File: src/fdc_mem_pkg.sv
package fdc_mem_pkg;

	////////////////////////////////////////////////////////////////////////////
	// Memory and datapath widths
	////////////////////////////////////////////////////////////////////////////

	// External SRAM is 512K x 8
	localparam int SRAM_ADDR_W = 19;		// SRAM address bus width

	// Host bus, SRAM data bus and all host registers
	localparam int BYTE_W = 8;

	// Index period, counted in timer ticks
	localparam int INDEX_W = 16;			// Read back as two bytes

endpackage

File: src/fdc_regs_pkg.sv
package fdc_regs_pkg;
	import fdc_mem_pkg::*;

	////////////////////////////////////////////////////////////////////////////
	// Host register map
	////////////////////////////////////////////////////////////////////////////

	localparam logic [BYTE_W-1:0] REG_ADDR_LOW      = 8'h00;	// SRAM address [7:0]
	localparam logic [BYTE_W-1:0] REG_ADDR_HIGH     = 8'h01;	// SRAM address [15:8]
	localparam logic [BYTE_W-1:0] REG_ADDR_UPPER    = 8'h02;	// SRAM address [18:16]
	localparam logic [BYTE_W-1:0] REG_SRAM_DATA     = 8'h03;	// SRAM data window
	localparam logic [BYTE_W-1:0] REG_DRIVE_CONTROL = 8'h04;	// Write side only
	localparam logic [BYTE_W-1:0] REG_ID_TYPE_LO    = 8'h04;	// Read side only
	localparam logic [BYTE_W-1:0] REG_ID_TYPE_HI    = 8'h05;
	localparam logic [BYTE_W-1:0] REG_ID_VER_LO     = 8'h06;
	localparam logic [BYTE_W-1:0] REG_ID_VER_HI     = 8'h07;
	localparam logic [BYTE_W-1:0] REG_STATUS1       = 8'h0E;	// Busy, new index measurement
	localparam logic [BYTE_W-1:0] REG_STATUS2       = 8'h0F;	// Drive status lines
	localparam logic [BYTE_W-1:0] REG_SCRATCH       = 8'h30;
	localparam logic [BYTE_W-1:0] REG_SCRATCH_INV   = 8'h31;	// Complement of scratchpad
	localparam logic [BYTE_W-1:0] REG_INDEX_HI      = 8'h40;	// Read this one first
	localparam logic [BYTE_W-1:0] REG_INDEX_LO      = 8'h41;
	localparam logic [BYTE_W-1:0] REG_STEP_RATE     = 8'hF0;
	localparam logic [BYTE_W-1:0] REG_STEP_CMD      = 8'hFF;

	// Identification words
	localparam logic [2*BYTE_W-1:0] MCO_TYPE    = 16'hDD55;
	localparam logic [2*BYTE_W-1:0] MCO_VERSION = 16'h001F;

	// Drive control byte, field view, MSB first
	typedef struct packed {
		logic       side_sel;				// Bit 7
		logic       mot_en;					// Bit 6
		logic [3:0] drv_sel;				// Bits 5..2
		logic       in_use;					// Bit 1
		logic       density;				// Bit 0
	} drive_fields_t;

	// Host writes raw, drive lines read the fields
	typedef union packed {
		logic [BYTE_W-1:0] raw;
		drive_fields_t     f;
	} drive_control_t;

endpackage

File: src/host_port.sv
module host_port import fdc_regs_pkg::*, fdc_mem_pkg::*; (
	input  logic                   CLK_MASTER,
	input  logic                   reset,
	input  logic [BYTE_W-1:0]      pmd_in,			// Host data bus, inbound
	input  logic                   MCU_PMALL,
	input  logic                   MCU_PMRD,
	input  logic                   MCU_PMWR,
	input  logic [BYTE_W-1:0]      sram_dq_in,
	input  logic [SRAM_ADDR_W-1:0] sram_addr,
	input  logic                   fifo_busy,
	input  logic                   stepping,
	input  logic [INDEX_W-1:0]     period,
	input  logic [BYTE_W-1:0]      period_low,
	input  logic                   new_measure,
	input  logic                   index_in,		// Raw drive status lines
	input  logic                   track0_in,
	input  logic                   wrprot_in,
	input  logic                   ready_in,
	input  logic                   dens_in,
	output logic [BYTE_W-1:0]      pmd_out,
	output logic                   push,
	output logic [BYTE_W-1:0]      push_data,
	output logic                   load_low,
	output logic                   load_high,
	output logic                   load_upper,
	output logic [BYTE_W-1:0]      load_data,
	output logic                   rd_done,
	output logic                   step_cmd,
	output logic [BYTE_W-1:0]      step_byte,
	output logic                   index_hi_read,
	output logic [BYTE_W-1:0]      step_rate,
	output drive_control_t         drive_ctrl
);

	logic [BYTE_W-1:0] addr_q;				// Latched register address
	logic [2:0]        wr_sync;				// Two sync flops plus edge history
	logic [2:0]        rd_sync;
	logic              wr_pulse;
	logic              rd_rise;
	logic              rd_fall;
	logic [BYTE_W-1:0] scratch;
	logic [BYTE_W-1:0] dq_lat;				// SRAM byte held for the host read

	////////////////////////////////////////////////////////////////////////////
	// Address latch and strobe synchronisers
	////////////////////////////////////////////////////////////////////////////

	always_ff @(posedge CLK_MASTER) begin
		if (reset) begin
			addr_q  <= '0;
			wr_sync <= '0;
			rd_sync <= '0;
		end else begin
			if (MCU_PMALL)
				addr_q <= pmd_in;			// Transparent while ALE high
			wr_sync <= {wr_sync[1:0], MCU_PMWR};
			rd_sync <= {rd_sync[1:0], MCU_PMRD};
		end
	end

	assign wr_pulse = wr_sync[1] & ~wr_sync[2];		// One cycle per write strobe
	assign rd_rise  = rd_sync[1] & ~rd_sync[2];
	assign rd_fall  = ~rd_sync[1] & rd_sync[2];

	// Track the SRAM output until the synchronised read strobe arrives
	always_ff @(posedge CLK_MASTER) begin
		if (!rd_sync[1])
			dq_lat <= sram_dq_in;
	end

	////////////////////////////////////////////////////////////////////////////
	// Register writes and command pulses
	////////////////////////////////////////////////////////////////////////////

	always_ff @(posedge CLK_MASTER) begin
		if (reset) begin
			drive_ctrl <= '0;				// All drive lines inactive
			scratch    <= '0;
			step_rate  <= '0;
		end else if (wr_pulse) begin
			case (addr_q)
				REG_DRIVE_CONTROL: drive_ctrl.raw <= pmd_in;
				REG_SCRATCH:       scratch        <= pmd_in;
				REG_STEP_RATE:     step_rate      <= pmd_in;
				default: ;
			endcase
		end
	end

	assign push       = wr_pulse && (addr_q == REG_SRAM_DATA);
	assign load_low   = wr_pulse && (addr_q == REG_ADDR_LOW);
	assign load_high  = wr_pulse && (addr_q == REG_ADDR_HIGH);
	assign load_upper = wr_pulse && (addr_q == REG_ADDR_UPPER);
	assign step_cmd   = wr_pulse && (addr_q == REG_STEP_CMD);
	assign push_data  = pmd_in;			// Bus still held by the host here
	assign load_data  = pmd_in;
	assign step_byte  = pmd_in;

	// Read side effects
	assign rd_done       = rd_fall && (addr_q == REG_SRAM_DATA);	// Advance after the byte
	assign index_hi_read = rd_rise && (addr_q == REG_INDEX_HI);	// Freeze low byte

	////////////////////////////////////////////////////////////////////////////
	// Readback multiplexer
	////////////////////////////////////////////////////////////////////////////

	always_comb begin
		case (addr_q)
			REG_ADDR_LOW:    pmd_out = sram_addr[7:0];
			REG_ADDR_HIGH:   pmd_out = sram_addr[15:8];
			REG_ADDR_UPPER:  pmd_out = {{(BYTE_W-SRAM_ADDR_W+16){1'b0}},
						sram_addr[SRAM_ADDR_W-1:16]};
			REG_SRAM_DATA:   pmd_out = dq_lat;
			REG_ID_TYPE_LO:  pmd_out = MCO_TYPE[7:0];
			REG_ID_TYPE_HI:  pmd_out = MCO_TYPE[15:8];
			REG_ID_VER_LO:   pmd_out = MCO_VERSION[7:0];
			REG_ID_VER_HI:   pmd_out = MCO_VERSION[15:8];
			REG_STATUS1:     pmd_out = {{(BYTE_W-2){1'b0}}, new_measure, fifo_busy};
			REG_STATUS2:     pmd_out = {index_in, track0_in, wrprot_in, ready_in,
						dens_in, stepping, 2'b00};
			REG_SCRATCH:     pmd_out = scratch;
			REG_SCRATCH_INV: pmd_out = ~scratch;			// Bus stuck-bit check
			REG_INDEX_HI:    pmd_out = period[15:8];
			REG_INDEX_LO:    pmd_out = period_low;
			REG_STEP_RATE:   pmd_out = step_rate;
			default:         pmd_out = '0;
		endcase
	end

	// Host never overlaps a read and a write strobe
	assert property (@(posedge CLK_MASTER) disable iff (reset)
		!(wr_pulse && (rd_rise || rd_fall)));

endmodule

File: config.mk
export PLATFORM = sky130hd
export DESIGN_NAME = host_port
export DESIGN_NICKNAME = d
export VERILOG_FILES = /design/src/fdc_mem_pkg.sv /design/src/fdc_regs_pkg.sv /design/src/host_port.sv
export SDC_FILE = /design/constraint.sdc
export NUM_CORES = 1
export LEC_CHECK = 0
export ABC_AREA = 1
export BUFFER_PORTS_ARGS = -buffer_cell sky130_fd_sc_hd__buf_2
export CORE_MARGIN = 1.5
export CORE_UTILIZATION = 40
export DETAILED_ROUTE_END_ITERATION = 10
export PLACE_DENSITY_LB_ADDON = 0.3
export SYNTH_ARGS = -nofsm -noshare
export SYNTH_HDL_FRONTEND = slang
export SYNTH_SLANG_ARGS = --single-unit
export TNS_END_PERCENT = 100
File: constraint.sdc
create_clock -name CLK_MASTER -period 1.9 [get_ports CLK_MASTER]
set_clock_uncertainty 0.2 [all_clocks]
set_input_delay 0.285 -clock CLK_MASTER [delete_from_list [all_inputs] [get_ports CLK_MASTER]]
set_output_delay 0.285 -clock CLK_MASTER [all_outputs]
set_load 0.01 [all_outputs]
Word-level counts from Yosys, hierarchy flattened:

Cells that the tools add are included.

* flip-flop bits (word level): 46
* input port bits: 72
* output and inout bits: 55
* word-level logic and storage cells: 40

* equality and inequality tests: 14
* muxes and demuxes: 1
* bitwise operators: 7
* reductions and logical operators: 11

Operator list (number)
* 8-bit one-hot mux with 14 select lines: 1
* 8-bit by 3-bit equality test with 1-bit output (second input constant): 3
* 8-bit by 2-bit equality test with 1-bit output (second input constant): 2
* 8-bit by 4-bit equality test with 1-bit output (second input constant): 2
* 8-bit by 6-bit equality test with 1-bit output (second input constant): 2
* 8-bit by 7-bit equality test with 1-bit output (second input constant): 2
* 8-bit equality test (second input constant): 2
* 8-bit by 1-bit equality test with 1-bit output (second input constant): 1
* 8-bit zero test: 1
* 8-bit NOT: 1
* 1-bit logical AND: 7
* 2-bit AND reduction: 3
* 1-bit bitwise AND: 3
* 1-bit NOT: 3

Logic depth before layout (Yosys ltp):

Gate-level depths: netlist (run 1).

* depth after elaboration: 3
* mapped depth: 9
* gate-level depth less buffers: 8

Least setup slack after synthesis (run 1):

Ideal clock, no wire load.

* path kind: register -> output
* start point: register addr_q[4]
* end point: output port pmd_out[0]
* setup slack: 0.211 ns
* arrival: 1.204 ns
* data required time: 1.415 ns
* stages on the path, launching flop included: 9
* buffers on the path: 1
* cells stage by stage: dfxtp_1 -> nor2_4 -> nand2_4 -> inv_2 -> buf_2 -> nand3_1 -> nand2_1 -> nor2_1 -> nand3_1

* cells in the longest elaborated chain, start to end: 2
* elaborated cells between the ends (all ways): 15
* classes of those cells: eq/ne (13); mux (1); reduce/logical (1)

RTL lines
* start: declaration: RTL line host_port.sv:35 `logic [BYTE_W-1:0] addr_q;`
* start signal: assignment: RTL line host_port.sv:55 `addr_q <= pmd_in;`
* 8-bit equality test (tied with other cells): RTL line host_port.sv:108 `case (addr_q)`
* 8-bit one-hot mux with 14 select lines (*): RTL line host_port.sv:108
* end: declaration: RTL line host_port.sv:20 `output logic [BYTE_W-1:0] pmd_out,`

Every way passes the cells marked *; elsewhere a longest branch is shown, timed or not.

Worst setup path in the final report (run 1):

* start point: register addr_q[7]
* end point: output port pmd_out[7]

The elaborated chain is that of the path after synthesis.

==> impl_metrics.yaml, run 1 <==
status:
  status: "complete, but fails checks"
  violations: "setup timing"
finish:
  drive_gt1_frac: 0.3855
  stdcell_count: 630
  final_util: 0.5737
  layout_common_cells: "buf_2 (119), nand2_1 (80), nor2_1 (69)"
  antenna_cells: 0
  final_common_cell: "buf_2"
  syn_to_final_growth_pct: 39.61
  nets: 621
route:
  drt_iter0_drc: 155
  routedWlPerCell_um: 13.52
  firstDrtPassIters: 5
  vias: 3062
  finalWirelength_um: 8520
  vias_per_cell: 4.860
  postRouteAntennaNets: 0
  drc_errors: 0
clock_tree:
  clock_sinks: 46
  root_buffer: "clkbuf_8"
  clkTransAtPathRegs_ps: 90
  cts_max_path_buffers: 2
  clk_latency_ps: 300
  numCtsBuffers: 5
  htreeDepth: 2
  cts_tree: "done"
pwr:
  p_seq_frac: 0.473
  clkPwrFrac: 0.290
  switching_power_mw: 0.6713
  total_leakage_power_nw: 1.971
  p_int_mw: 1.547
  pwr-share-comb: 0.237
  power.density_cell_area_nw_per_um2: 572.3
  switching_share: 0.3026
  ir_drop_mv: 0.3442
floorplanning:
  dieArea_sq_um: 7449
  row_count: 30
  die_x_um: 86.31
  ios: 127
  die_h_um: 86.31
  start_util: 0.4109
  core_sq_um: 6756
sta:
  setup-tns-final_ps: -1856
  min_period_ps: 2109
  setup_violations: 13
  setup_ws_ps: -208.5
  hold-worst-slack_ps: 23.24
  max_freq_mhz: 474.3
  finalCritPeriodShare: 1.110
  relSlewSlack: 0.6967
  grt_setup_unrepaired: "yes"
  worst_slew_pin_slew_ps: 454.4
  final_hold_viol_count: 0
  maxSlewViolCount: 0
yosys:
  synth_area_leader_cell: "dfxtp_1"
  netlist_instances: 421
  syn_avg_cell_area_sq_um: 6.595
  synth.area.top_cells: "dfxtp_1 (27%), nand2_1 (12%), nor2_1 (11%)"
  synth_fp_nets: 493
  synth_cell_type_count: 25
  syn_area_sq_um: 2776
  yosys_warnings: 0
  ys_seq_area_frac: 0.3605
  ys_seq_elements: 46
  synth_top_area_frac: 0.2740
place:
  place_congestion: 0.9290
  dp_cells: 602
  dp_hpwl_um: 6062
  port_buffers: 118
  place_worst_setup_slack_ps: -27.63
critical_path:
  worstSetupEndpointType: "output port"
  crit_arrival_ps: 1620
  critPathRequiredTime_ps: 1410
  startpoint_type: "flip-flop"
  crit_fanout: 19
  critPathKind: "reg2out"
global_route:
  track_usage: 0.2167
  grt_remaining_overflow: 0
  first_global_vias: 2780
  grt_max_degree: 33
  antenna_found_initial: 0
  grt_pass1_wl_um: 12580
hold_path:
  hold_path.class: "in2reg"
job:
  drv_cap: 0
==> registers in the layout, indices dropped and copies added, names as in the netlist <==
| name | flops |
|---|---|
| addr_q | 8 |
| dq_lat | 8 |
| drive_ctrl | 8 |
| scratch | 8 |
| step_rate | 8 |
| rd_sync | 3 |
| wr_sync | 3 |
==> logic make-up (layout without fill, tap and decap cells) <==
group / count (synthesis) / after routing / share of synthesized area
AO/OA/AOI/OAI: 40 / 40 / 0.07211
buffers and inverters: 83 / 212 / 0.1573
flip-flops: 46 / 46 / 0.3605
AND/OR/NAND/NOR: 252 / 252 / 0.4101
==> repair_timing <==
| action | 4_1_cts | 5_1_grt |
|---|---|---|
| endpoints found under the setup margin | 15 | 15 |
| hold buffers | 10 | 0 |
| hold endpoints to repair | 10 | 0 |
| gates resized for setup | 52 | 28 |
| gates cloned | 1 | 0 |
| setup buffers | 9 | 2 |
| pin swaps | 17 | 17 |
==> per-layer routing <==
layer | track usage | vias up | share of wire
met4 | 0.08065 | 0 | 0.021
met2 | 0.3744 | 105 | 0.48
li1 | - | 1574 | -
met1 | 0.2741 | 1371 | 0.45
met5 | 0 | - | 0
met3 | 0.03238 | 12 | 0.051
==> final cells by class <==
class                           count  area (sq um)
Multi-Input combinational cell    292          1484
Inverter                           47         191.4
Clock buffer                        7         86.33
Tap cell                           80         100.1
Fill cell                         644          2880
Timing Repair Buffer              157         974.7
Clock inverter                      1         8.758
Sequential cell                    46          1031
==> per-stage QoR <==
step / instance area [sq um] / power [mW]
2_1_floorplan: 2776 / 1.320
3_3_place_gp: 3349 / 1.480
3_5_place_dp: 3349 / 1.485
4_1_cts: 3784 / 2.201
5_1_grt: 3876 / 2.318
6_report: 3876 / 2.218
==> final timing paths <==
| kind | cells after the start | slack [ps] | to | from |
|---|---|---|---|---|
| max | 8 | -210 | pmd_out[7] | addr_q[7] |
| min | 2 | 20 | wr_sync[1] | reset |
| max reg2reg | 9 | 150 | drive_ctrl[4] | addr_q[4] |
| min reg2reg | 2 | 210 | wr_sync[1] | wr_sync[0] |
==> cell usage after synthesis (all sizes together) <==
| library cell | number |
|---|---|
| a21oi | 16 |
| buf | 33 |
| clkbuf | 3 |
| dfxtp | 38 |
| edfxtp | 8 |
| inv | 47 |
| nand2 | 95 |
| nand3 | 54 |
| nand3b | 8 |
| nand4 | 2 |
| nor2 | 88 |
| nor3 | 3 |
| nor4 | 2 |
| o21ai | 24 |
==> power by group through the flow <==
stage	clock [mW]	sequential [mW]	combinational, mW
2_1_floorplan	0	1.06	0.257
3_3_place_gp	0	1.07	0.413
3_5_place_dp	0	1.07	0.417
4_1_cts	0.655	1.05	0.498
5_1_grt	0.695	1.05	0.569
6_report	0.643	1.05	0.527
==> worst max-delay path, cell delays in order, from the launching register on <==
cell and delay [ps]:
dfxtp_4 390, nor2_4 50, nand2_4 160, clkinv_8 130
nand3_1 120, nand2_1 70, nor2_1 120, nand3_1 110
buf_2 160
No activity file was read; power rests on OpenSTA's default activity.
==> inputs of run 2 (changes only) <==
--- a/config.mk
+++ b/config.mk
@@ -5,11 +5,11 @@
 export SDC_FILE = /design/constraint.sdc
 export NUM_CORES = 1
 export LEC_CHECK = 0
-export ABC_AREA = 1
-export BUFFER_PORTS_ARGS = -buffer_cell sky130_fd_sc_hd__buf_2
+export ABC_AREA = 0
 export CORE_MARGIN = 1.5
 export CORE_UTILIZATION = 40
 export DETAILED_ROUTE_END_ITERATION = 10
+export DONT_BUFFER_PORTS = 1
 export PLACE_DENSITY_LB_ADDON = 0.3
 export SYNTH_ARGS = -nofsm -noshare
 export SYNTH_HDL_FRONTEND = slang
==> run 2 against run 1 <==
  * The run still ends with setup timing left
  * First-iteration DRC count rose by 14%
  * Via count shrank 13%
  * Cell area is 3.2% lower
  * Sequential share of layout area is 0.42 points higher
  * Area after synthesis up 1.2%
  * Non-clock buffer count down 76
  * Utilization down 2.2 points
  * Largest power group unchanged
==> impl_metrics.yaml, run 2 <==
clock_tree:
  root_buffer: "clkbuf_8"
  cts_tree: "done"
  htreeDepth: 2
  clk_latency_ps: 310
  clkTransAtPathRegs_ps: 90
  numCtsBuffers: 5
  clock_sinks: 46
  cts_max_path_buffers: 2
yosys:
  synth_cell_type_count: 55
  synth_top_area_frac: 0.2708
  netlist_instances: 330
  synth.area.top_cells: "dfxtp_1 (27%), mux2i_1 (9.6%), edfxtp_1 (8.6%)"
  synthArstFlopShare: 0
  syn_area_sq_um: 2809
  ys_seq_elements: 46
  synth-main-ff-cell: "dfxtp_1"
  synth_area_leader_cell: "dfxtp_1"
  yosysMostFrequentCell: "dfxtp_1"
  syn_avg_cell_area_sq_um: 8.512
  synthTopCellsByCount: "dfxtp_1 (38), nor2_1 (34), mux2i_1 (27), nand2_1 (25), buf_4 (24)"
  ys_seq_area_frac: 0.3563
  synth_fp_nets: 402
  yosys_warnings: 0
  synth_edf_count: 8
floorplanning:
  die_h_um: 86.80
  die_x_um: 86.80
  start_util: 0.4134
  core_sq_um: 6794
  dieArea_sq_um: 7534
  ios: 127
  row_count: 30
pwr:
  p_total_mw: 2.273
  ir_drop_mv: 0.4219
  total_leakage_power_nw: 1.524
  power.density_cell_area_nw_per_um2: 605.9
critical_path:
  crit_arrival_ps: 1840
  worstSetupEndpointType: "output port"
  startpoint_type: "flip-flop"
  crit_fanout: 9
  critPathRequiredTime_ps: 1410
  critPathKind: "reg2out"
job:
  drv_cap: 0
finish:
  drive_gt1_frac: 0.3288
  layout_common_cells: "buf_4 (47), nor2_1 (32), dfxtp_1 (32)"
  stdcell_count: 464
  nets: 439
  fillCellCount: 637
  antenna_cells: 0
  syn_to_final_growth_pct: 33.54
  seqCellArea_sq_um: 1013
  final_util: 0.5521
  multi_input_area_sq_um: 1754
  final_common_cell: "buf_4"
place:
  dp_hpwl_um: 6468
  place_congestion: 0.8825
  place_worst_setup_slack_ps: -247.4
  dp_cells: 431
  port_buffers: 0
global_route:
  grt_max_degree: 39
  grt_pass1_wl_um: 13680
  antenna_found_initial: 0
  first_global_vias: 2623
  track_usage: 0.2391
  grt_remaining_overflow: 0
sta:
  finalCritPeriodShare: 1.225
  maxSlewViolCount: 0
  final_hold_viol_count: 0
  setup_ws_ps: -426.9
  max_freq_mhz: 429.8
  min_period_ps: 2327
  setup_violations: 23
  worst_slew_pin_slew_ps: 577.9
  relSlewSlack: 0.6147
  grt_setup_unrepaired: "yes"
  hold-worst-slack_ps: 45.53
status:
  status: "complete, but fails checks"
  violations: "setup timing"
route:
  vias_per_cell: 5.763
  drt_iter0_drc: 176
  finalWirelength_um: 9025
  routedWlPerCell_um: 19.45
  drc_errors: 0
  firstDrtPassIters: 4
  postRouteAntennaNets: 0
  vias: 2674
hold_path:
  hold_path.class: "in2reg"
[run 2: cell count changes in the layout (fill, tap and decap cells not counted), sizes merged, moves of 6 or more]
cell,change
and3,+11
buf,-87
dlygate4sd3,+11
inv,-42
mux2i,+27
nand2,-70
nand3,-49
nor2,-54
nor2b,+9
nor3,+6
nor3b,+10
o21ai,-18
[run 2: timing repair]
item                                    4_1_cts  5_1_grt
endpoints found under the setup margin       31       39
hold buffers                                 22        0
gates resized for setup                      42       32
pin swaps                                    20       19
cloned                                        0        0
setup buffers                                 3        0
endpoints found under the hold margin        46        0
[run 2: per-layer routing]
metal  vias up  GRT usage  wire (um)
met2       115     0.3749       4240
met5         -          0          0
met3        20    0.05714        727
met4         0     0.1026        235
met1      1284     0.3131       3822
li1       1255          -          -
[run 2: cell type report]
class	instances	share of cell area
clock buffers	7	0.02602
clock inverters	1	0.002001
inverters	5	0.005003
multi-input cells	228	0.4676
flip-flops and latches	46	0.2702
well taps	96	0.03202
repair buffers	81	0.1971
[run 2: worst paths after layout]
| check | from | cells after the start | end | slack [ps] |
|---|---|---|---|---|
| worst min-delay path | reset | 2 | step_rate[1] | 50 |
| worst min register to register | wr_sync[0] | 1 | wr_sync[1] | 250 |
| worst max-delay path | addr_q[0] | 6 | pmd_out[5] | -430 |
| worst max register to register | addr_q[6] | 6 | scratch[2] | -280 |
[run 2: logic make-up after synthesis]
family / after synthesis / synth area share
XOR/XNOR: 3 / 0.009356
multiplexers: 27 / 0.09621
buffers and inverters: 56 / 0.1149
AND/OR/NAND/NOR: 140 / 0.2744
flip-flops: 46 / 0.3563
AO/OA/AOI/OAI: 58 / 0.1488
[run 2: where the power goes]
| part | switching [mW] | internal (mW) |
|---|---|---|
| clock network | 0.350 | 0.340 |
| registers | 0.0200 | 1.02 |
| logic | 0.280 | 0.263 |
[run 2: per-stage QoR]
step,setup TNS [ps],area [sq um]
after floorplan,-1801,2846
after global placement,-3031,3068
after detailed placement,-3386,3068
after CTS,-6642,3623
after global routing,-8681,3751
final,-6764,3751
[run 2: critical path, cell delays in order, from the launching register on]
cell,delay [ps]
dfxtp_1,330
buf_4,170
nor2b_1,150
and3_4,180
buf_4,140
a32o_1,250
a221o_1,320
